<file path="config.mk">
export PLATFORM = sky130hd
export DESIGN_NAME = pi_slave_top
export DESIGN_NICKNAME = d
export VERILOG_FILES = /design/src/pi_pkg.sv /design/src/pi_dev_if.sv /design/src/pi_fifo.sv /design/src/pi_reg_device.sv /design/src/pi_slave_fsm.sv /design/src/pi_slave_top.sv
export SDC_FILE = /design/constraint.sdc
export NUM_CORES = 1
export LEC_CHECK = 0
export ABC_AREA = 1
export BUFFER_PORTS_ARGS = -buffer_cell sky130_fd_sc_hd__buf_2
export CORE_ASPECT_RATIO = 0.7
export CORE_MARGIN = 2
export CORE_UTILIZATION = 45
export CTS_BUF_LIST = sky130_fd_sc_hd__clkbuf_4 sky130_fd_sc_hd__clkbuf_8
export CTS_CLUSTER_SIZE = 24
export DETAILED_ROUTE_END_ITERATION = 10
export GPL_ROUTABILITY_DRIVEN = 0
export MAX_ROUTING_LAYER = met4
export PLACE_DENSITY = 0.71
export REMOVE_ABC_BUFFERS = 1
export SETUP_SLACK_MARGIN = 0.02
export SLEW_MARGIN = 20
export SYNTH_ARGS = -nofsm -noshare
export SYNTH_HDL_FRONTEND = slang
export SYNTH_HIERARCHICAL = 1
export SYNTH_SLANG_ARGS = --single-unit
</file>
<file path="constraint.sdc">
create_clock -name clk -period 5.65 [get_ports clk]
set_input_delay 0.565 -clock clk [delete_from_list [all_inputs] [get_ports clk]]
set_output_delay 0.565 -clock clk [all_outputs]
set_load 0.02 [all_outputs]
</file>
<file path="src/pi_pkg.sv">
// shared widths, acknowledge codes and device sizing for the PI-bus slave, imported by the RTL
package pi_pkg;

   localparam int ADDR_W = 30;          // bus word address
   localparam int DATA_W = 32;          // bus data word
   localparam int OPC_W  = 4;           // transfer opcode

   // slave acknowledge codes, one-hot apart from idle
   typedef enum logic [2:0] {
      ACK_IDLE = 3'b000,
      ACK_RDY  = 3'b001,
      ACK_WAT  = 3'b010,
      ACK_ERR  = 3'b100
   } ack_t;

   localparam logic [OPC_W-1:0] OPC_WORD = 4'b0010;  // single word transfer, nothing else

   localparam int REG_COUNT = 16;       // device word registers
   localparam int REG_AW    = 4;        // register index bits

   localparam int WBUF_DEPTH     = 4;   // posted write entries
   localparam int RBUF_DEPTH     = 2;   // read return words
   localparam int DRAIN_INTERVAL = 4;   // cycles per write buffer drain
   localparam int RD_LAT         = 2;   // register lookup stages

   // one posted write, register index above data
   typedef struct packed {
      logic [REG_AW-1:0] idx;
      logic [DATA_W-1:0] data;
   } wr_entry_t;

endpackage

</file>
<file path="src/pi_dev_if.sv">
// request and status bundle between the PI-bus slave FSM and the register device
`timescale 1ns/1ps

interface pi_dev_if;
   import pi_pkg::*;

   logic              req_valid;   // one pulse per accepted request
   logic              req_read;    // 1 read, 0 write
   logic [ADDR_W-1:0] req_addr;    // full word address, device decodes range
   logic [OPC_W-1:0]  req_opc;
   logic [DATA_W-1:0] req_wdata;
   logic              abort;       // drop outstanding transfer
   logic              filled;      // write buffer full
   logic              data_ready;  // read word waiting in return buffer
   logic              error;       // decode of current request fields
   logic [DATA_W-1:0] rdata;       // head of return buffer

   modport fsm (
      output req_valid, req_read, req_addr, req_opc, req_wdata, abort,
      input  filled, data_ready, error, rdata
   );

   modport dev (
      input  req_valid, req_read, req_addr, req_opc, req_wdata, abort,
      output filled, data_ready, error, rdata
   );

endinterface

</file>
<file path="src/pi_fifo.sv">
// small synchronous circular buffer with a payload type parameter, for write posting and read return
`timescale 1ns/1ps

module pi_fifo #(
   parameter type T     = logic [pi_pkg::DATA_W-1:0],
   parameter int  DEPTH = 2
) (
   input  logic clk,
   input  logic rst_n,
   input  logic push,
   input  logic pop,
   input  logic flush,
   input  T     wdata,
   output T     rdata,
   output logic full,
   output logic empty
);

   T                             mem [DEPTH];
   logic [$clog2(DEPTH)-1:0]     wr_ptr;
   logic [$clog2(DEPTH)-1:0]     rd_ptr;
   logic [$clog2(DEPTH+1)-1:0]   count;
   logic                         do_push;
   logic                         do_pop;

   assign full    = (count == DEPTH);
   assign empty   = (count == 0);
   assign do_push = push && !full;       // push into a full buffer is dropped
   assign do_pop  = pop && !empty;       // pop of an empty buffer is dropped
   assign rdata   = mem[rd_ptr];         // head shows without a pop

   always_ff @(posedge clk or negedge rst_n)
   begin
      if (!rst_n)
      begin
         wr_ptr <= '0;
         rd_ptr <= '0;
         count  <= '0;
      end
      else if (flush)
      begin
         wr_ptr <= '0;                   // everything gone in one cycle
         rd_ptr <= '0;
         count  <= '0;
      end
      else
      begin
         if (do_push)
            wr_ptr <= (wr_ptr == DEPTH-1) ? '0 : wr_ptr + 1'b1;  // wrap for any depth
         if (do_pop)
            rd_ptr <= (rd_ptr == DEPTH-1) ? '0 : rd_ptr + 1'b1;
         if (do_push && !do_pop)
            count <= count + 1'b1;
         else if (do_pop && !do_push)
            count <= count - 1'b1;
      end
   end

   always_ff @(posedge clk)
   begin
      if (do_push)
         mem[wr_ptr] <= wdata;
   end

endmodule

</file>
<file path="src/pi_reg_device.sv">
// 16-word register device behind the PI-bus slave, posts writes and returns reads after a lookup
`timescale 1ns/1ps

module pi_reg_device (
   input logic   clk,
   input logic   rst_n,
   pi_dev_if.dev dev
);
   import pi_pkg::*;

   logic [DATA_W-1:0]                 regs [REG_COUNT];
   logic [REG_AW-1:0]                 req_idx;
   logic                              req_ok;
   wr_entry_t                         wb_in;
   wr_entry_t                         wb_head;
   logic                              wb_push;
   logic                              wb_pop;
   logic                              wb_full;
   logic                              wb_empty;
   logic                              wr_wait;     // write held off by a full buffer
   logic [$clog2(DRAIN_INTERVAL)-1:0] drain_cnt;
   logic                              rd_wait;     // read waiting for writes to drain
   logic                              rd_go;
   logic [RD_LAT-1:0]                 lk_vld;
   logic [DATA_W-1:0]                 lk_data [RD_LAT];
   logic                              rb_empty;

   assign req_idx   = dev.req_addr[REG_AW-1:0];
   assign dev.error = (dev.req_addr >= REG_COUNT) || (dev.req_opc != OPC_WORD);
   assign req_ok    = dev.req_valid && !dev.error;

   // the FSM keeps the request fields stable while a write waits, so they feed the buffer
   assign wb_in   = '{idx: req_idx, data: dev.req_wdata};
   assign wb_push = !wb_full && !dev.abort && ((req_ok && !dev.req_read) || wr_wait);
   assign wb_pop  = !wb_empty && (drain_cnt == DRAIN_INTERVAL-1);
   assign rd_go   = rd_wait && wb_empty && !dev.abort;  // reads see every posted write

   assign dev.filled     = wb_full;
   assign dev.data_ready = !rb_empty;

   pi_fifo #(.T(wr_entry_t), .DEPTH(WBUF_DEPTH)) wbuf_inst (
      .clk   (clk),
      .rst_n (rst_n),
      .push  (wb_push),
      .pop   (wb_pop),
      .flush (1'b0),                  // posted writes always land
      .wdata (wb_in),
      .rdata (wb_head),
      .full  (wb_full),
      .empty (wb_empty)
   );

   // FSM answers RDY on the edge where data_ready is high, so the head is consumed there
   pi_fifo #(.T(logic [DATA_W-1:0]), .DEPTH(RBUF_DEPTH)) rbuf_inst (
      .clk   (clk),
      .rst_n (rst_n),
      .push  (lk_vld[RD_LAT-1]),
      .pop   (dev.data_ready),
      .flush (dev.abort),             // stale word never reaches the next read
      .wdata (lk_data[RD_LAT-1]),
      .rdata (dev.rdata),
      .full  (),
      .empty (rb_empty)
   );

   always_ff @(posedge clk or negedge rst_n)
   begin
      if (!rst_n)
      begin
         wr_wait   <= 1'b0;
         rd_wait   <= 1'b0;
         drain_cnt <= '0;
         lk_vld    <= '0;
      end
      else
      begin
         if (dev.abort)
            wr_wait <= 1'b0;
         else if (req_ok && !dev.req_read && wb_full)
            wr_wait <= 1'b1;              // back-pressure, FSM holds WAT
         else if (wb_push)
            wr_wait <= 1'b0;
         if (dev.abort)
            rd_wait <= 1'b0;
         else if (req_ok && dev.req_read)
            rd_wait <= 1'b1;
         else if (rd_go)
            rd_wait <= 1'b0;
         if (wb_empty || wb_pop)
            drain_cnt <= '0;              // interval restarts per entry
         else
            drain_cnt <= drain_cnt + 1'b1;
         lk_vld[0] <= rd_go;
         for (int i = 1; i < RD_LAT; i++)
            lk_vld[i] <= lk_vld[i-1];     // lookup pipeline
         if (dev.abort)
            lk_vld <= '0;                 // kill lookup in flight
      end
   end

   always_ff @(posedge clk or negedge rst_n)
   begin
      if (!rst_n)
      begin
         for (int i = 0; i < REG_COUNT; i++)
            regs[i] <= '0;
      end
      else if (wb_pop)
         regs[wb_head.idx] <= wb_head.data;   // one drain per interval
   end

   always_ff @(posedge clk)
   begin
      lk_data[0] <= regs[req_idx];
      for (int i = 1; i < RD_LAT; i++)
         lk_data[i] <= lk_data[i-1];
   end

endmodule

</file>
<file path="src/pi_slave_fsm.sv">
// PI-bus slave control FSM, accepts one transfer at a time and answers with acknowledge codes
`timescale 1ns/1ps

module pi_slave_fsm (
   input  logic                      clk,
   input  logic                      rst_n,
   input  logic                      sel,
   input  logic [pi_pkg::ADDR_W-1:0] addr,
   input  logic [pi_pkg::OPC_W-1:0]  opc,
   input  logic                      read,
   input  logic [pi_pkg::DATA_W-1:0] din,
   input  logic                      tout,
   output pi_pkg::ack_t              ack,
   output logic [pi_pkg::DATA_W-1:0] dout,
   pi_dev_if.fsm                     dev
);
   import pi_pkg::*;

   typedef enum logic {
      ADDRESS,                         // waiting for sel
      DATA_WAIT                        // request issued, waiting for completion
   } state_t;

   state_t state;
   logic   accept;
   logic   wr_done;
   logic   rd_done;
   logic   req_err;
   logic   abandon;

   assign accept  = (state == ADDRESS) && sel;
   assign req_err = dev.req_valid && dev.error;         // error only valid with the pulse
   assign wr_done = !dev.req_read && !dev.filled;       // slot free, entry goes in
   assign rd_done = dev.req_read && dev.data_ready;     // word at buffer head
   assign abandon = tout && (ack == ACK_WAT);           // master gave up

   always_ff @(posedge clk or negedge rst_n)
   begin
      if (!rst_n)
      begin
         state         <= ADDRESS;
         ack           <= ACK_IDLE;
         dout          <= '0;
         dev.req_valid <= 1'b0;
         dev.abort     <= 1'b0;
      end
      else
      begin
         dev.req_valid <= 1'b0;         // both are single pulses
         dev.abort     <= 1'b0;
         case (state)
            ADDRESS:
            begin
               ack  <= ACK_IDLE;
               dout <= '0;
               if (accept)
               begin
                  dev.req_valid <= 1'b1;
                  state         <= DATA_WAIT;
               end
            end
            DATA_WAIT:
            begin
               if (req_err)
               begin
                  ack   <= ACK_ERR;     // bad address or opcode
                  dout  <= '0;
                  state <= ADDRESS;
               end
               else if (wr_done)
               begin
                  ack   <= ACK_RDY;
                  dout  <= '0;          // no data on a write
                  state <= ADDRESS;
               end
               else if (rd_done)
               begin
                  ack   <= ACK_RDY;
                  dout  <= dev.rdata;   // valid only with this RDY
                  state <= ADDRESS;
               end
               else if (abandon)
               begin
                  ack       <= ACK_IDLE;
                  dout      <= '0;
                  dev.abort <= 1'b1;    // device drops the read
                  state     <= ADDRESS;
               end
               else
               begin
                  ack  <= ACK_WAT;      // back-pressure, held as long as needed
                  dout <= '0;
               end
            end
            default:
            begin
               ack   <= ACK_IDLE;
               dout  <= '0;
               state <= ADDRESS;
            end
         endcase
      end
   end

   // request fields stay put until the next acceptance
   always_ff @(posedge clk)
   begin
      if (accept)
      begin
         dev.req_addr  <= addr;
         dev.req_opc   <= opc;
         dev.req_read  <= read;
         dev.req_wdata <= din;
      end
   end

endmodule

</file>
<file path="src/pi_slave_top.sv">
// PI-bus slave top level, plain bus ports around the slave FSM and the register device
`timescale 1ns/1ps

module pi_slave_top (
   input  logic                      clk,
   input  logic                      rst_n,
   input  logic                      sel,
   input  logic [pi_pkg::ADDR_W-1:0] addr,
   input  logic [pi_pkg::OPC_W-1:0]  opc,
   input  logic                      read,
   input  logic [pi_pkg::DATA_W-1:0] din,
   input  logic                      tout,
   output pi_pkg::ack_t              ack,
   output logic [pi_pkg::DATA_W-1:0] dout
);

   pi_dev_if dev_if ();                // FSM to device link

   pi_slave_fsm pi_slave_fsm_inst (
      .clk   (clk),
      .rst_n (rst_n),
      .sel   (sel),
      .addr  (addr),
      .opc   (opc),
      .read  (read),
      .din   (din),
      .tout  (tout),
      .ack   (ack),
      .dout  (dout),
      .dev   (dev_if.fsm)
   );

   pi_reg_device pi_reg_device_inst (
      .clk   (clk),
      .rst_n (rst_n),
      .dev   (dev_if.dev)
   );

endmodule

</file>
==> results.md <==
- The met1 track demand over resource is 30.98%.
- The cell leakage power is 17.22 nW.
- For this block, the via count after detailed routing is 26.14k.
- IR analysis of the VDD net gives a maximum drop of 0.2362 mV.
- The relative slew slack is 19.64%.
- The number of global-route vias before repair came to 24.87k.
- After layout, the minimum clock period comes to 3407 ps.
- The floorplan step set the die height to 241.0 µm.
- The final critical-path share of the clock period is 60.30%.
- The initial antenna violation count came to 3.
- Data on the critical path arrives at its endpoint at 4050 ps.
- The first global-routing pass estimated 139.6 mm of wire.
- The clock buffer count from CTS is 133.
- The H-tree was split into 4 levels.
- The gate count of the mapped netlist is 3,605.
- Setup violations remaining at the end of the flow were counted as 0.
- For this design the ratio of total power to cell area is 416.9 nW/µm².
- In this run the core area contains 86 standard-cell rows.
- The die is 342.6 µm wide.
- The min-delay analysis places its worst path in the category in -> reg.
- The total detailed-routing wirelength is 87.53 mm.
- The overall power after layout is 16.96 mW.
- The number of clock sinks is 906.
- The global-route met2 utilization is 32.61%.
- At the pin with the least slew margin, the transition time is 1205 ps.
- The buffer and inverter count on the worst path is 3.
- Final hold analysis gives a worst-case slack of 102.8 ps.
- After layout, the worst setup slack is 2243 ps.
- The delay of the slowest cell on the worst path is 610 ps.
- The area growth from synthesis to layout is 12.64%.
- The gate family responsible for the most delay along the worst path is buffers and inverters.
- After detailed routing, the average wire length per cell comes to 18.04 µm.
- The number of buffers inserted by hold repair at cts is 69.
- The final-report max-slew violation count came to 0.
- At the end of the flow, the number of nets in the layout was 3,771.
- Detailed placement finished with a half-perimeter wire length of 46.94 mm.
- The later pin in the worst-skew pair is clocked with a latency of 810 ps.
- Data on the critical path is required at its endpoint by 6290 ps.
- The total standard cell area after synthesis is 36,120 µm².
- The number of remaining DRC errors is 0.
- The clock tree root buffer cell is clkbuf_8.
- The endpoint class of the critical path is a register.
- The die covers 82,580 µm².
- The total global-route track usage is 22.24%.
- The highest net fanout along the worst path is 74.
- After global routing, the most crowded layer is met2.
- The region available for standard cell placement spans 79,090 µm².
- The number of diodes added for antenna fixing is 0.
- The largest net degree at the start of global routing is 231.
- The slowest stage of the critical path belongs to the cell nand2_2.
- The critical path goes through buf_4 > o21ai_1 > o22ai_1 > inv_1 > nor3_4 > nand2_2 > buf_4 > nand2_1 > o21ai_0.
- Post-CTS repair changed the size of 0 cells.
- The final number of hold-violating endpoints is 0.
- The count of nets left with antenna violations once routing finished came out at 0.
- Buffers added to address setup during post-CTS repair amount to 0.
- The CTS tree is done.
- The first routing iteration left 2,756 violations.
- The final setup skew is 45.58 ps.
- For this run the aggregate overflow at the end of global routing stands at 0.
- The clock-pin slew reported for the worst setup and hold paths after clock tree synthesis is 70 ps.
- Setup repair after global routing left no endpoint under its margin.
- The clock passes through at most 3 buffers.
- The length of the first detailed-routing pass in iterations is 5.
- For this run, the top clock speed supported by timing is 293.5 MHz.
- Global routing used 4.371% of the available met3 tracks.
- The detailed-route vias per instance is 5.387.
- The initial utilization of the core area, before any placement, comes to 45.67%.
- The most used cell along the critical path is buf_4.
- The count of buffers inserted at the top-level ports is 105.
- STA classifies the critical path startpoint as a register.
- The mean post-synth cell area is 10.02 µm².
- During synthesis, Yosys emitted a total of 6 warnings.
- The tool flagged a number of max-cap violations equal to 0.
- The flow ran to the end, and the final reports show no timing, DRC or antenna violations.
- The type of the worst setup path is reg -> reg.
- In the final layout, the share of cells above drive strength 1 is 12.27%.
- OpenSTA, run right after detailed placement, puts the worst setup slack at 2309 ps.
- The top-level I/O count is 106.
-- per-layer routing --
layer	part of all wire, %	wire [µm]
met5	0	0
met4	2.4	2088
met3	7.3	6352
met2	44	38790
met1	46	40300
-- per-stage QoR --
stage	area, µm²	TNS, ps	instances	util, %
after floorplan	34850	-68660	3342	-
after global placement	37160	0	4543	46.98
after detailed placement	37160	0	4543	46.98
after CTS	40640	0	4851	51.39
after global routing	40680	0	4853	51.44
final	40680	0	4853	51.44
-- final cells by class --
cell class                      count  area (µm²)
Timing Repair Buffer              216        1629
Inverter                           77       294.0
Clock buffer                      207        2505
Sequential cell                   906       23730
Clock inverter                     32       290.3
Tap cell                         1056        1321
Multi-Input combinational cell   2359       10910
Fill cell                        7026       38410
-- cell usage in the layout, fill, tap and decap left out, types with 65 or more instances in the layout --
cell type and n:
nand3_1 71, o21ai_0 800, nand2_1 744, o22ai_1 100, nor2_1 432, inv_1 65, edfxtp_1 275, buf_2 104
dfrtp_1 566, dlygate4sd3_1 69, clkbuf_8 152
-- worst min-delay path, stage by stage --
cell	delay, ps
buf_2	100
nand2_1	50
inv_1	30
nand2_1	70
nor2_1	50
-- state kept, by name (all words and copies together) (netlist names), 2 cells and up --
register,count
pi_slave_fsm_inst/dev.req_addr,30
pi_reg_device_inst/rbuf_inst/mem,64
pi_slave_fsm_inst/dev.req_opc,4
pi_reg_device_inst/wbuf_inst/rd_ptr,2
pi_reg_device_inst/wbuf_inst/wr_ptr,2
pi_slave_fsm_inst/dout,32
pi_reg_device_inst/drain_cnt,2
pi_slave_fsm_inst/dev.req_wdata,32
pi_reg_device_inst/wbuf_inst/mem,144
pi_reg_device_inst/lk_vld,2
pi_reg_device_inst/lk_data,64
pi_reg_device_inst/regs,512
pi_reg_device_inst/rbuf_inst/count,2
pi_slave_fsm_inst/ack,3
pi_reg_device_inst/wbuf_inst/count,3
-- where the power goes --
group | switching [mW] | leakage [nW] | internal [mW] | total [mW]
Sequential | 0.729 | 10.8 | 8.18 | 8.91
Combinational | 1.62 | 4.93 | 0.938 | 2.56
Clock | 2.51 | 1.47 | 2.98 | 5.49
Total | 4.86 | 17.2 | 12.1 | 17.0
-- worst paths after layout --
path | to | depth (start not counted) | startpoint | slack [ps]
worst min register to register | pi_reg_device_inst/lk_data[0][44]$_DFF_P_ | 0 | pi_reg_device_inst/lk_data[0][12]$_DFF_P_ | 320
worst max-delay path | pi_reg_device_inst/regs[74]$_DFFE_PN0P_ | 9 | pi_reg_device_inst/wbuf_inst/rd_ptr[0]$_DFFE_PN0P_ | 2240
min in group asynchronous | pi_slave_fsm_inst/ack[2]$_DFF_PN0_ | 2 | rst_n | 370
max in group asynchronous | pi_reg_device_inst/regs[395]$_DFFE_PN0P_ | 3 | rst_n | 3840
worst max register to register | pi_reg_device_inst/regs[74]$_DFFE_PN0P_ | 9 | pi_reg_device_inst/wbuf_inst/rd_ptr[0]$_DFFE_PN0P_ | 2240
worst min-delay path | pi_slave_fsm_inst/dev.abort$_DFF_PN0_ | 5 | tout | 100
Note: power is estimated with default switching activity, not from simulation.
